**config.mk**
```make
export PLATFORM = sky130hd
export DESIGN_NAME = dec
export DESIGN_NICKNAME = d
export VERILOG_FILES = /design/src/rtl/dec_pkg.sv /design/src/rtl/dec_ib_ctl.sv /design/src/rtl/dec_decode_ctl.sv /design/src/rtl/dec_scoreboard.sv /design/src/rtl/dec_gpr_ctl.sv /design/src/rtl/dec.sv
export SDC_FILE = /design/constraint.sdc
export NUM_CORES = 2
export LEC_CHECK = 0
export CAP_MARGIN = 10
export CORE_UTILIZATION = 30
export DETAILED_ROUTE_END_ITERATION = 10
export DONT_BUFFER_PORTS = 1
export PLACE_DENSITY_LB_ADDON = 0.3
export SETUP_SLACK_MARGIN = 0.2
export SYNTH_ARGS = -nofsm -noshare
export SYNTH_HDL_FRONTEND = slang
export SYNTH_SLANG_ARGS = --single-unit
```
**constraint.sdc**
```tcl
create_clock -name clk -period 5 [get_ports clk]
set_input_delay 1 -clock clk [delete_from_list [all_inputs] [get_ports clk]]
set_output_delay 1 -clock clk [all_outputs]
set_load 0.03 [all_outputs]
```
**src/rtl/dec_pkg.sv**
```systemverilog
//************************************************
// decode package
// instruction word views, opcodes, ALU op codes
// and instruction buffer sizing
//************************************************
`default_nettype none

package dec_pkg;

   localparam int XLEN       = 32;               // data and instruction width
   localparam int REG_ADDR_W = 5;                // x0..x31
   localparam int IB_DEPTH   = 2;                // instruction buffer entries

   //************************************************
   // major opcodes accepted at decode
   //************************************************
   localparam logic [6:0] OPC_OP     = 7'b0110011; // reg-reg alu
   localparam logic [6:0] OPC_OP_IMM = 7'b0010011; // reg-imm alu
   localparam logic [6:0] OPC_LUI    = 7'b0110111;

   localparam logic [6:0] F7_BASE = 7'b0000000;  // add, srl and friends
   localparam logic [6:0] F7_ALT  = 7'b0100000;  // sub, sra

   //************************************************
   // alu op codes
   //************************************************
   localparam int ALU_OP_W = 4;

   localparam logic [ALU_OP_W-1:0] ALU_ADD  = 4'd0;
   localparam logic [ALU_OP_W-1:0] ALU_SUB  = 4'd1;
   localparam logic [ALU_OP_W-1:0] ALU_SLL  = 4'd2;
   localparam logic [ALU_OP_W-1:0] ALU_SLT  = 4'd3;
   localparam logic [ALU_OP_W-1:0] ALU_SLTU = 4'd4;
   localparam logic [ALU_OP_W-1:0] ALU_XOR  = 4'd5;
   localparam logic [ALU_OP_W-1:0] ALU_SRL  = 4'd6;
   localparam logic [ALU_OP_W-1:0] ALU_SRA  = 4'd7;
   localparam logic [ALU_OP_W-1:0] ALU_OR   = 4'd8;
   localparam logic [ALU_OP_W-1:0] ALU_AND  = 4'd9;
   localparam logic [ALU_OP_W-1:0] ALU_LUI  = 4'd10; // imm passes straight through

   // one instruction word, three ways to look at it
   typedef union packed {
      struct packed {
         logic [6:0] funct7;
         logic [4:0] rs2;
         logic [4:0] rs1;
         logic [2:0] funct3;
         logic [4:0] rd;
         logic [6:0] opcode;
      } r;                                       // register-register
      struct packed {
         logic [11:0] imm12;
         logic [4:0]  rs1;
         logic [2:0]  funct3;
         logic [4:0]  rd;
         logic [6:0]  opcode;
      } i;                                       // register-immediate
      struct packed {
         logic [19:0] imm20;
         logic [4:0]  rd;
         logic [6:0]  opcode;
      } u;                                       // upper immediate
   } instr_u;

endpackage

`default_nettype wire

```
**src/rtl/dec_ib_ctl.sv**
```systemverilog
//************************************************
// instruction buffer
// circular FIFO of instruction and pc between
// fetch and decode
//************************************************
`timescale 1ns/1ps
`default_nettype none

module dec_ib_ctl #(
   parameter int DEPTH = dec_pkg::IB_DEPTH       // 2 or more
) (
   input  logic                     clk,
   input  logic                     rst_n,

   input  logic                     fetch_valid,
   input  logic [dec_pkg::XLEN-1:0] fetch_instr,
   input  logic [dec_pkg::XLEN-1:0] fetch_pc,
   output logic                     fetch_ready,

   output logic                     head_valid,  // entry waiting at decode
   output logic [dec_pkg::XLEN-1:0] head_instr,
   output logic [dec_pkg::XLEN-1:0] head_pc,
   input  logic                     head_pop     // decode retires the head
);

   localparam int PTR_W = $clog2(DEPTH);
   localparam int CNT_W = $clog2(DEPTH + 1);

   logic [dec_pkg::XLEN-1:0] instr_mem [DEPTH];  // payload only
   logic [dec_pkg::XLEN-1:0] pc_mem    [DEPTH];

   logic [PTR_W-1:0] wr_ptr;
   logic [PTR_W-1:0] rd_ptr;
   logic [CNT_W-1:0] count;                      // entries held

   logic push;
   logic pop;

   // wrap at DEPTH, depth need not be a power of two
   function automatic logic [PTR_W-1:0] ptr_inc(input logic [PTR_W-1:0] p);
      return (p == PTR_W'(DEPTH - 1)) ? '0 : p + 1'b1;
   endfunction

   assign fetch_ready = (count != CNT_W'(DEPTH)); // registered occupancy only
   assign head_valid  = (count != '0);
   assign push        = fetch_valid & fetch_ready;
   assign pop         = head_pop & head_valid;

   assign head_instr = instr_mem[rd_ptr];
   assign head_pc    = pc_mem[rd_ptr];

   always_ff @(posedge clk or negedge rst_n) begin
      if (!rst_n) begin
         wr_ptr <= '0;
         rd_ptr <= '0;
         count  <= '0;
      end else begin
         if (push) wr_ptr <= ptr_inc(wr_ptr);
         if (pop)  rd_ptr <= ptr_inc(rd_ptr);
         case ({push, pop})
            2'b10:   count <= count + 1'b1;      // fill
            2'b01:   count <= count - 1'b1;      // drain
            default: count <= count;             // both or neither
         endcase
      end
   end

   always_ff @(posedge clk) begin
      if (push) begin
         instr_mem[wr_ptr] <= fetch_instr;
         pc_mem[wr_ptr]    <= fetch_pc;
      end
   end

endmodule

`default_nettype wire

```
**src/rtl/dec_decode_ctl.sv**
```systemverilog
//************************************************
// decode control
// field extraction, legality, immediate and alu op
// generation, issue handshake
//************************************************
`timescale 1ns/1ps
`default_nettype none

module dec_decode_ctl (
   input  logic                           head_valid,
   input  logic [dec_pkg::XLEN-1:0]       head_instr,
   input  logic [dec_pkg::XLEN-1:0]       head_pc,
   output logic                           head_pop,

   output logic [dec_pkg::REG_ADDR_W-1:0] rs1_addr,  // to scoreboard and arf
   output logic [dec_pkg::REG_ADDR_W-1:0] rs2_addr,
   output logic [dec_pkg::REG_ADDR_W-1:0] rd_addr,
   output logic                           rs1_use,
   output logic                           rs2_use,
   output logic                           rd_use,
   output logic                           issue_fire,
   input  logic                           hazard,
   input  logic [dec_pkg::XLEN-1:0]       rs1_data,
   input  logic [dec_pkg::XLEN-1:0]       rs2_data,

   output logic                           issue_valid,
   input  logic                           issue_ready,
   output logic [dec_pkg::ALU_OP_W-1:0]   issue_op,
   output logic [dec_pkg::XLEN-1:0]       issue_rs1_data,
   output logic [dec_pkg::XLEN-1:0]       issue_rs2_data,
   output logic [dec_pkg::XLEN-1:0]       issue_imm,
   output logic [dec_pkg::XLEN-1:0]       issue_pc,
   output logic [dec_pkg::REG_ADDR_W-1:0] issue_rd,
   output logic                           issue_illegal
);

   dec_pkg::instr_u instr;

   logic                         legal;
   logic                         is_r;           // reg-reg group
   logic                         is_i;           // reg-imm group
   logic                         is_u;           // lui
   logic [dec_pkg::ALU_OP_W-1:0] op;
   logic [6:0]                   f7;             // funct7, or imm[11:5] for shifts

   assign instr = head_instr;
   assign is_r  = (instr.r.opcode == dec_pkg::OPC_OP);
   assign is_i  = (instr.i.opcode == dec_pkg::OPC_OP_IMM);
   assign is_u  = (instr.u.opcode == dec_pkg::OPC_LUI);
   assign f7    = instr.r.funct7;                // same bits in both groups

   //************************************************
   // legality and alu op
   //************************************************
   always_comb begin
      legal = 1'b0;
      op    = dec_pkg::ALU_ADD;
      if (is_r || is_i) begin
         case (instr.r.funct3)
            3'b000: begin
               op    = (is_r && f7 == dec_pkg::F7_ALT) ? dec_pkg::ALU_SUB : dec_pkg::ALU_ADD;
               legal = is_i || f7 == dec_pkg::F7_BASE || f7 == dec_pkg::F7_ALT;
            end
            3'b001: begin
               op    = dec_pkg::ALU_SLL;
               legal = (f7 == dec_pkg::F7_BASE); // shamt upper bits too
            end
            3'b010: begin
               op    = dec_pkg::ALU_SLT;
               legal = is_i || f7 == dec_pkg::F7_BASE;
            end
            3'b011: begin
               op    = dec_pkg::ALU_SLTU;
               legal = is_i || f7 == dec_pkg::F7_BASE;
            end
            3'b100: begin
               op    = dec_pkg::ALU_XOR;
               legal = is_i || f7 == dec_pkg::F7_BASE;
            end
            3'b101: begin
               op    = (f7 == dec_pkg::F7_ALT) ? dec_pkg::ALU_SRA : dec_pkg::ALU_SRL;
               legal = (f7 == dec_pkg::F7_BASE) || (f7 == dec_pkg::F7_ALT);
            end
            3'b110: begin
               op    = dec_pkg::ALU_OR;
               legal = is_i || f7 == dec_pkg::F7_BASE;
            end
            default: begin
               op    = dec_pkg::ALU_AND;
               legal = is_i || f7 == dec_pkg::F7_BASE;
            end
         endcase
      end else if (is_u) begin
         op    = dec_pkg::ALU_LUI;
         legal = 1'b1;
      end
   end

   //************************************************
   // immediate
   //************************************************
   always_comb begin
      if (is_i)
         issue_imm = {{(dec_pkg::XLEN - 12){instr.i.imm12[11]}}, instr.i.imm12}; // sext
      else if (is_u)
         issue_imm = {instr.u.imm20, 12'b0};
      else
         issue_imm = '0;                         // r type and illegal
   end

   // operand use, illegal words touch no register
   assign rs1_use = legal & (is_r | is_i);
   assign rs2_use = legal & is_r;
   assign rd_use  = legal;
   assign rs1_addr = instr.r.rs1;
   assign rs2_addr = instr.r.rs2;
   assign rd_addr  = instr.r.rd;

   assign issue_valid = head_valid & ~hazard;
   assign issue_fire  = issue_valid & issue_ready;
   assign head_pop    = issue_fire;

   assign issue_op       = op;
   assign issue_rs1_data = rs1_use ? rs1_data : '0;
   assign issue_rs2_data = rs2_use ? rs2_data : '0; // r type only
   assign issue_pc       = head_pc;
   assign issue_rd       = rd_use ? rd_addr : '0;   // x0 dest already zero
   assign issue_illegal  = ~legal;

endmodule

`default_nettype wire

```
**src/rtl/dec_scoreboard.sv**
```systemverilog
//************************************************
// dependency scoreboard
// pending-write bitmap and decode hazard detect
//************************************************
`timescale 1ns/1ps
`default_nettype none

module dec_scoreboard (
   input  logic                           clk,
   input  logic                           rst_n,

   input  logic [dec_pkg::REG_ADDR_W-1:0] rs1_addr,
   input  logic [dec_pkg::REG_ADDR_W-1:0] rs2_addr,
   input  logic [dec_pkg::REG_ADDR_W-1:0] rd_addr,
   input  logic                           rs1_use,
   input  logic                           rs2_use,
   input  logic                           rd_use,
   input  logic                           issue_fire,  // rd goes pending

   input  logic                           wb_valid,    // rd result is back
   input  logic [dec_pkg::REG_ADDR_W-1:0] wb_rd,

   output logic                           hazard
);

   localparam int NREG = 2 ** dec_pkg::REG_ADDR_W;

   logic [NREG-1:0] pending;                     // bit 0 stays clear
   logic [NREG-1:0] wb_clr;
   logic [NREG-1:0] issue_set;
   logic [NREG-1:0] pend_eff;                    // minus this cycle's writeback

   assign wb_clr    = wb_valid ? (NREG'(1) << wb_rd) : '0;
   assign issue_set = (issue_fire && rd_use && rd_addr != '0) ? (NREG'(1) << rd_addr) : '0;
   assign pend_eff  = pending & ~wb_clr;

   // raw on sources, waw on dest
   assign hazard = (rs1_use & pend_eff[rs1_addr]) |
                   (rs2_use & pend_eff[rs2_addr]) |
                   (rd_use  & pend_eff[rd_addr]);

   always_ff @(posedge clk or negedge rst_n) begin
      if (!rst_n)
         pending <= '0;
      else
         pending <= pend_eff | issue_set;        // new issue wins over wb
   end

endmodule

`default_nettype wire

```
**src/rtl/dec_gpr_ctl.sv**
```systemverilog
//************************************************
// architectural register file
// x1..x31, two read ports, one write port with
// write-through to the readers
//************************************************
`timescale 1ns/1ps
`default_nettype none

module dec_gpr_ctl (
   input  logic                           clk,
   input  logic                           rst_n,

   input  logic [dec_pkg::REG_ADDR_W-1:0] rd_addr0,
   input  logic [dec_pkg::REG_ADDR_W-1:0] rd_addr1,
   output logic [dec_pkg::XLEN-1:0]       rd_data0,
   output logic [dec_pkg::XLEN-1:0]       rd_data1,

   input  logic                           wr_en,
   input  logic [dec_pkg::REG_ADDR_W-1:0] wr_addr,
   input  logic [dec_pkg::XLEN-1:0]       wr_data
);

   localparam int NREG = 2 ** dec_pkg::REG_ADDR_W;

   logic [dec_pkg::XLEN-1:0] gpr [1:NREG-1];     // no storage for x0

   // one read port, x0 hardwired, same-cycle write bypassed
   function automatic logic [dec_pkg::XLEN-1:0] rd_port(
      input logic [dec_pkg::REG_ADDR_W-1:0] addr
   );
      if (addr == '0)
         return '0;
      if (wr_en && wr_addr == addr)
         return wr_data;                         // write-through
      return gpr[addr];
   endfunction

   always_comb rd_data0 = rd_port(rd_addr0);
   always_comb rd_data1 = rd_port(rd_addr1);

   always_ff @(posedge clk or negedge rst_n) begin
      if (!rst_n) begin
         for (int i = 1; i < NREG; i++)
            gpr[i] <= '0;                        // arch state reads zero
      end else if (wr_en && wr_addr != '0) begin
         gpr[wr_addr] <= wr_data;
      end
   end

endmodule

`default_nettype wire

```
**src/rtl/dec.sv**
```systemverilog
//************************************************
// decode unit top
// instruction buffer, decoder, scoreboard and
// register file
//************************************************
`timescale 1ns/1ps
`default_nettype none

module dec (
   input  logic                           clk,
   input  logic                           rst_n,

   input  logic                           fetch_valid,
   input  logic [dec_pkg::XLEN-1:0]       fetch_instr,
   input  logic [dec_pkg::XLEN-1:0]       fetch_pc,
   output logic                           fetch_ready,

   output logic                           issue_valid,
   input  logic                           issue_ready,
   output logic [dec_pkg::ALU_OP_W-1:0]   issue_op,
   output logic [dec_pkg::XLEN-1:0]       issue_rs1_data,
   output logic [dec_pkg::XLEN-1:0]       issue_rs2_data,
   output logic [dec_pkg::XLEN-1:0]       issue_imm,
   output logic [dec_pkg::XLEN-1:0]       issue_pc,
   output logic [dec_pkg::REG_ADDR_W-1:0] issue_rd,
   output logic                           issue_illegal,

   input  logic                           wb_valid,  // always accepted
   input  logic [dec_pkg::REG_ADDR_W-1:0] wb_rd,
   input  logic [dec_pkg::XLEN-1:0]       wb_data
);

   logic                           head_valid;   // buffer head to decode
   logic [dec_pkg::XLEN-1:0]       head_instr;
   logic [dec_pkg::XLEN-1:0]       head_pc;
   logic                           head_pop;

   logic [dec_pkg::REG_ADDR_W-1:0] rs1_addr;
   logic [dec_pkg::REG_ADDR_W-1:0] rs2_addr;
   logic [dec_pkg::REG_ADDR_W-1:0] rd_addr;
   logic                           rs1_use;
   logic                           rs2_use;
   logic                           rd_use;
   logic                           issue_fire;
   logic                           hazard;
   logic [dec_pkg::XLEN-1:0]       rs1_data;     // arf read data
   logic [dec_pkg::XLEN-1:0]       rs2_data;

   //************************************************
   // instances
   //************************************************
   dec_ib_ctl instbuff (
      .clk         (clk),
      .rst_n       (rst_n),
      .fetch_valid (fetch_valid),
      .fetch_instr (fetch_instr),
      .fetch_pc    (fetch_pc),
      .fetch_ready (fetch_ready),
      .head_valid  (head_valid),
      .head_instr  (head_instr),
      .head_pc     (head_pc),
      .head_pop    (head_pop)
   );

   dec_decode_ctl decode (
      .head_valid     (head_valid),
      .head_instr     (head_instr),
      .head_pc        (head_pc),
      .head_pop       (head_pop),
      .rs1_addr       (rs1_addr),
      .rs2_addr       (rs2_addr),
      .rd_addr        (rd_addr),
      .rs1_use        (rs1_use),
      .rs2_use        (rs2_use),
      .rd_use         (rd_use),
      .issue_fire     (issue_fire),
      .hazard         (hazard),
      .rs1_data       (rs1_data),
      .rs2_data       (rs2_data),
      .issue_valid    (issue_valid),
      .issue_ready    (issue_ready),
      .issue_op       (issue_op),
      .issue_rs1_data (issue_rs1_data),
      .issue_rs2_data (issue_rs2_data),
      .issue_imm      (issue_imm),
      .issue_pc       (issue_pc),
      .issue_rd       (issue_rd),
      .issue_illegal  (issue_illegal)
   );

   dec_scoreboard scbd (
      .clk        (clk),
      .rst_n      (rst_n),
      .rs1_addr   (rs1_addr),
      .rs2_addr   (rs2_addr),
      .rd_addr    (rd_addr),
      .rs1_use    (rs1_use),
      .rs2_use    (rs2_use),
      .rd_use     (rd_use),
      .issue_fire (issue_fire),
      .wb_valid   (wb_valid),                    // clears pending
      .wb_rd      (wb_rd),
      .hazard     (hazard)
   );

   dec_gpr_ctl arf (
      .clk      (clk),
      .rst_n    (rst_n),
      .rd_addr0 (rs1_addr),
      .rd_addr1 (rs2_addr),
      .rd_data0 (rs1_data),
      .rd_data1 (rs2_data),
      .wr_en    (wb_valid),                      // same strobe as scbd
      .wr_addr  (wb_rd),
      .wr_data  (wb_data)
   );

endmodule

`default_nettype wire

```
# [After elaboration in Yosys (flattened, before gate mapping)]
# Memory sizes are Yosys's and may differ from the RTL's.
# Cells that the tools add are included.
[totals] ff_bits=1028 ram_bits=128 in_bits=106 out_inout_bits=140 word_cells=153 memories=2
[mem_list] name="instbuff.instr_mem" words=2 width=32 rd=1 rd_clocked_by_memory_dff=0 wr=1 line_no="dec_ib_ctl.sv:29" text="logic [dec_pkg::XLEN-1:0] instr_mem [DEPTH];"
[mem_list] name="instbuff.pc_mem" words=2 width=32 rd=1 rd_clocked_by_memory_dff=0 wr=1 line_no="dec_ib_ctl.sv:30" text="logic [dec_pkg::XLEN-1:0] pc_mem [DEPTH];"
[op_classes] n_addsub=4 magnitude_cmp=7 n_eq_ne=15 shift=2 muxes=49 bitwise=20 reduce_logical=19
[ops] cell="bitwise mux 992 bit" count=1
[ops] cell="two-way mux 32 bit" count=19
[ops] cell="binary-select mux 32 bit (select 5 bit)" count=2
[ops] cell="demux 32 bit (select 5 bit)" count=1
[ops] cell="left shift 1 x 5 -> 32 bit (first input constant)" count=2
[ops] cell="AND 32 bit" count=1
[ops] cell="inverter 32 bit" count=1
[ops] cell="bitwise OR 32 bit" count=1
[ops] cell="one-hot mux 4 bit (7 select lines)" count=1
[ops] cell="== test 7 x 6 -> 1 bit (second input constant)" count=3
[ops] cell="greater-or-equal comparator 6 bit (second input constant)" count=3
[ops] cell="< comparator 5 x 6 -> 1 bit (second input constant)" count=3
[ops] cell="inverter 5 -> 6 bit" count=3
[ops] cell="two-way mux 1 bit" count=17
[ops] cell="binary-select mux 1 bit (select 5 bit)" count=3
[ops] cell="== test 5 bit" count=2
[ops] cell="logical NOT 5 bit" count=2
[ops] cell="nonzero test 5 bit" count=2
[ops] cell="AND 1 bit" count=9
[ops] cell="== test 3 bit (second input constant)" count=3
[ops] cell="two-way mux 4 bit" count=2
[ops] cell="== test 7 x 5 -> 1 bit (second input constant)" count=1
[ops] cell="logical AND 1 bit" count=7
[ops] cell="logical NOT 7 bit" count=1
[ops] cell="17 further kinds" count=26

# [Depth between registers and ports, before layout]
# An unclocked memory read counts as a cell.
[logic_depth] word_depth=17 depth_mapped=16 depth_no_buf=12

# [Modules after synthesis]
# From an unflattened synthesis, not the netlist that was laid out.
[unflattened] hier_cells=4500 area_unflattened_um2=63293.2
[modules_own_cells] module="dec_gpr_ctl" instances=1 cells_each=3734 area_per_inst_um2=54145.7 seq_area_each_um2=24823.8
[modules_own_cells] module="dec_ib_ctl" instances=1 cells_each=216 area_per_inst_um2=5019.8 seq_area_each_um2=3943.8
[modules_own_cells] module="dec_scoreboard" instances=1 cells_each=252 area_per_inst_um2=2328.5 seq_area_each_um2=800.8
[modules_own_cells] module="dec_decode_ctl" instances=1 cells_each=298 area_per_inst_um2=1799.2 seq_area_each_um2=0.0

# [Least setup slack after synthesis]
# No wires, ideal clock.
[synth_path] path_kind="input to register" startpoint="input fetch_valid" endpoint="memory instbuff.instr_mem[0][0] in the netlist's numbering (enable)" setup_time_ns=0.486 arrival_ns=3.782 required_ns=4.514 setup_slack_ns=0.731 cell_stages=2 n_path_buf=0 path_cell_list="nand2_1 -> nor2_1"
[synth_between] elab_chain_cells=3
[synth_lines] element="from (decl)" line_no="dec.sv:13" text="input logic fetch_valid,"
[synth_lines] element="AND 1 bit" line_no="dec_ib_ctl.sv:46" text="assign push = fetch_valid & fetch_ready;"
[synth_lines] element="two-way mux 1 bit" line_no="dec_ib_ctl.sv:69" text="if (push) begin"
[synth_lines] element="two-way mux 1 bit (not written as such)" line_no="dec_ib_ctl.sv:70" text="instr_mem[wr_ptr] <= fetch_instr;"
[synth_lines] element="to (decl)" line_no="dec_ib_ctl.sv:29"
# Every way passes these cells.

# [Final worst setup path]
[layout_path] startpoint="register instbuff.rd_ptr" endpoint="output issue_rs1_data[0] in the netlist's numbering"
[layout_between] elab_chain_cells=8 elab_cells_between_ends=32 cone_classes="eq/ne (7); mux (13); bitwise (3); reduce/logical (8); memory (1)"
[layout_lines] element="from (decl)" line_no="dec_ib_ctl.sv:33" text="logic [PTR_W-1:0] rd_ptr;"
[layout_lines] element="from (signal assigned)" line_no="dec_ib_ctl.sv:59" text="if (pop) rd_ptr <= ptr_inc(rd_ptr);"
[layout_lines] element="memory read (2 x 32 bit) *"
[layout_lines] element="inverter 5 -> 6 bit (not written as such), or another cell as far along" line_no="dec_gpr_ctl.sv:35" text="return gpr[addr];"
[layout_lines] element="binary-select mux 32 bit (select 5 bit), or another cell as far along" line_no="dec_gpr_ctl.sv:35"
[layout_lines] element="two-way mux 32 bit (not written as such), or another cell as far along (2 in series)" line_no="dec_gpr_ctl.sv:35"
[layout_lines] element="two-way mux 32 bit or two-way mux 1 bit (tied branches)" line_no="dec_gpr_ctl.sv:35, dec_decode_ctl.sv:58"
[layout_lines] element="two-way mux 32 bit or AND 1 bit (tied branches)" line_no="dec_gpr_ctl.sv:33, dec_decode_ctl.sv:112"
[layout_lines] element="two-way mux 32 bit *" line_no="dec_decode_ctl.sv:124" text="assign issue_rs1_data = rs1_use ? rs1_data : '0;"
[layout_lines] element="to (decl)" line_no="dec.sv:21" text="output logic [dec_pkg::XLEN-1:0] issue_rs1_data,"
# Every way passes the cells marked *; elsewhere a longest branch is shown, timed or not. The select of a mux whose other input is x is not followed.

==> metrics.txt <==
Area Overhead vs Synth 23.9%; Wirelength per Cell 28.4 um; Startpoint Class flop; Nets 6,106; Synth Area in Simple Gates 0.150; TritonCTS clock tree done; maximum VDD drop 0.411 mV; global route total overflow 0; Placed Area 68,500 um^2; Syn. warnings 0; critical register-to-register path startpoint instbuff.rd_ptr$_DFFE_PN0P_; cts bufs inserted 139; f_max 205 MHz; DP HPWL 134,000 um; pre-CTS setup slack 0.284 ns; DR pass1 iterations 6; global-route wire length before repair 351,000 um; r2r endpoint instbuff.count[1]$_DFFE_PN0P_; Post-synth EDFFs 128; Main synth FF type dfrtp_1; num ports 246; Die Wd 462 um; height of the die 462 um; fraction of layout cells with a size suffix above 1 0.395; Data arrival, critical path 3.87 ns; Synthesized Nets 5,982; mux contribution to synthesized area 0.270; Slew Viols, Final 65; Inst Count DP 8,458; final setup TNS 0 ns; setup violators final 0; Die ar. 213,000 um^2; area of the multi-input gates 33,600 um^2; GR peak layer met2; Setup Skew 0.0331 ns; hold crit path type in2async; H-tree level count 4; post-synth cell types 84; Avg Cell Area, Syn 10.8 um^2; RSZ-0062 raised after global routing yes; violated checks max-slew violations; Required @ worst endpoint 4.00 ns; largest family of logic cells by synthesized area multiplexers; Crit Path Max Fanout 7; DRT antenna net count 0; max-capacitance violation count 0; final core occ 0.374; Worst-Skew Late Latency 0.79 ns; met2 Use GR 0.341; Crit Path Class reg2out; vias in the first global route 50.3k; Syn Inst Count 5,875; number of fillers in the final layout 20.3k; Core ar. 210,000 um^2; initial antenna violation count 11; Async SR Flop Fraction 0.889; CTS sink cnt 1,156; compound-cell area share of the yosys netlist 0.0712; DR vias/cell 5.75; status finished, violations left; largest net degree at the start of global routing 254; XOR/XNOR share of the synthesized area 0.00207; Post-route DRC 0; initial core utilization 0.302; final wirelength 253,000 um; Hold WS 0.0741 ns; Tot GR Track Use 0.223; Rows 168; Adder-Cell Fraction of Synth Area 0.000197; power per cell area 581 nW/um^2; M1 GR Usage 0.301; met3 usage 0.0533; Yosys reg bits 1,156; sequential cell area fraction in the yosys report 0.467; Non-Filler Instances 8,915; Setup crit end kind output pin; Vias 51.2k; Worst R2R Path Depth 13; Max transition margin -0.0526; Tmin final 4.87 ns; First DRT Iteration DRCs 5,644; Final Hold Violating Endpoints 0; synthesized cell area 63,400 um^2; final instance area 78,500 um^2; clock root buffer master clkbuf_16; R2R setup slack 1.37 ns; Pwr Total 45.6 mW; Port Buffers 0; Seq. cell area 29,600 um^2; CTS clock-pin slew for the worst setup and hold paths 0.06 ns; fin crit share 0.974; Slew @ Worst Pin 1.58 ns; Final GP Congestion 0.833; worst setup margin 0.129 ns; CTS Buffer Depth 3; Leakage 32.3 nW
[timing repair]
action,in CTS,in global routing
hold buffers,1,0
gates resized for setup,153,293
cloned,25,29
buffers inserted,65,83
pin swaps,54,132
endpoints found under the hold margin,93,0
setup endpoints to repair,96,69
[power by group]
| group | leakage (nW) | switching [mW] | total, mW | internal, mW |
|---|---|---|---|---|
| clock network | 2.30 | 4.45 | 10.4 | 5.94 |
| registers | 14.3 | 1.37 | 12.8 | 11.4 |
| logic | 15.7 | 12.7 | 22.4 | 9.71 |
[final cells by class]
class                   count  share of cell area
multi-input cells        4128               0.427
well taps                2805              0.0447
flip-flops and latches   1156               0.377
repair buffers            563              0.0907
diodes                      2           0.0000638
clock inverters            62              0.0101
clock buffers             188              0.0497
inverters                  11            0.000526
[worst max-delay path by stage]
stage | from | endpoint | slack, ns | cells after the start
3_3_place_gp | instbuff.rd_ptr$_DFFE_PN0P_ | issue_rs1_data[0] | 0.27 | 10
2_1_floorplan | fetch_valid | instbuff.instr_mem[0][0]$_DFFE_PP_ | 0.73 | 2
3_5_place_dp | instbuff.rd_ptr$_DFFE_PN0P_ | issue_rs1_data[0] | 0.28 | 10
4_1_cts | instbuff.rd_ptr$_DFFE_PN0P_ | issue_rs1_data[0] | 0.09 | 12
6_report | instbuff.rd_ptr$_DFFE_PN0P_ | issue_rs1_data[0] | 0.13 | 12
5_1_grt | instbuff.rd_ptr$_DFFE_PN0P_ | issue_rs2_data[16] | 0.03 | 14
[worst max-delay path, cell delays in order, from the launching register on]
cell and delay [ns]:
dfrtp_4 0.55, buf_12 0.17, mux2i_4 0.21, buf_12 0.17
clkbuf_16 0.17, bufbuf_16 0.29, mux4_2 0.32, nand2_1 0.05
nand3_1 0.13, a31oi_1 0.12, buf_4 0.19, a211oi_4 0.50
buf_6 0.21
[state kept, by name, indices dropped and copies added (netlist names)]
| register | cells |
|---|---|
| instbuff.rd_ptr | 1 |
| instbuff.count | 2 |
| instbuff.instr_mem | 64 |
| instbuff.wr_ptr | 1 |
| arf.gpr | 992 |
| scbd.pending | 32 |
| instbuff.pc_mem | 64 |
[logic make-up after synthesis]
kind of cell | Yosys count
adder cells (fa/ha/maj) | 1
AND/OR/NAND/NOR | 2192
flip-flops | 1156
AO/OA/AOI/OAI | 623
XOR/XNOR | 15
buffers and inverters | 597
multiplexers | 1291
[cells in the final DEF (no fill, tap or decap), drive strengths merged, types with 6 or more instances in the layout]
master / count
bufinv: 7
o21ai: 96
a31oi: 65
mux4: 228
a211oi: 97
nand2: 1263
dfrtp: 1028
nand3: 652
nand3b: 6
xnor2: 14
mux2: 1042
o32ai: 7
nor2: 143
bufbuf: 12
o31ai: 32
nor3: 7
or2: 9
nand2b: 11
inv: 19
nand4b: 7
and3: 65
a311oi: 129
a21oi: 111
mux2i: 26
o211ai: 40
buf: 530
a221oi: 6
a222oi: 9
edfxtp: 128
clkbuf: 209
clkinv: 43
[routing by layer]
layer  part of all wire  routed length [um]
met1               0.41              104000
met2               0.45              113000
met3              0.093               23600
met4              0.051               12800
met5            0.00018                  46
[synthesized netlist by cell type, drive strengths merged, types with 3 or more instances]
library cell | instances | area share
a31oi | 65 | 0.0064
nand3 | 652 | 0.051
o221ai | 3 | 0.00041
o31ai | 32 | 0.0061
inv | 11 | 0.00065
dfrtp | 1028 | 0.41
mux2 | 1037 | 0.18
nor2 | 143 | 0.0085
a222oi | 9 | 0.0014
mux2i | 26 | 0.0044
a221oi | 6 | 0.00083
a22oi | 3 | 0.00036
nor2b | 5 | 0.00049
nor3 | 7 | 0.00055
and3 | 65 | 0.0064
nand2b | 11 | 0.0013
or2 | 9 | 0.00089
o211ai | 40 | 0.0047
nand4b | 7 | 0.0013
xnor2 | 14 | 0.0019
mux4 | 228 | 0.081
o21ai | 96 | 0.0076
buf | 265 | 0.020
nor4 | 4 | 0.00039
a211oi | 97 | 0.011
a311oi | 129 | 0.018
o32ai | 7 | 0.0017
clkbuf | 321 | 0.019
nand4bb | 3 | 0.00079
o21a | 3 | 0.00036
edfxtp | 128 | 0.061
a21oi | 111 | 0.0088
nand2 | 1263 | 0.075
nand3b | 6 | 0.00091
nand4 | 4 | 0.00049
o22ai | 5 | 0.00059
or3b | 4 | 0.00055
Note: power is estimated with default switching activity, not from simulation.
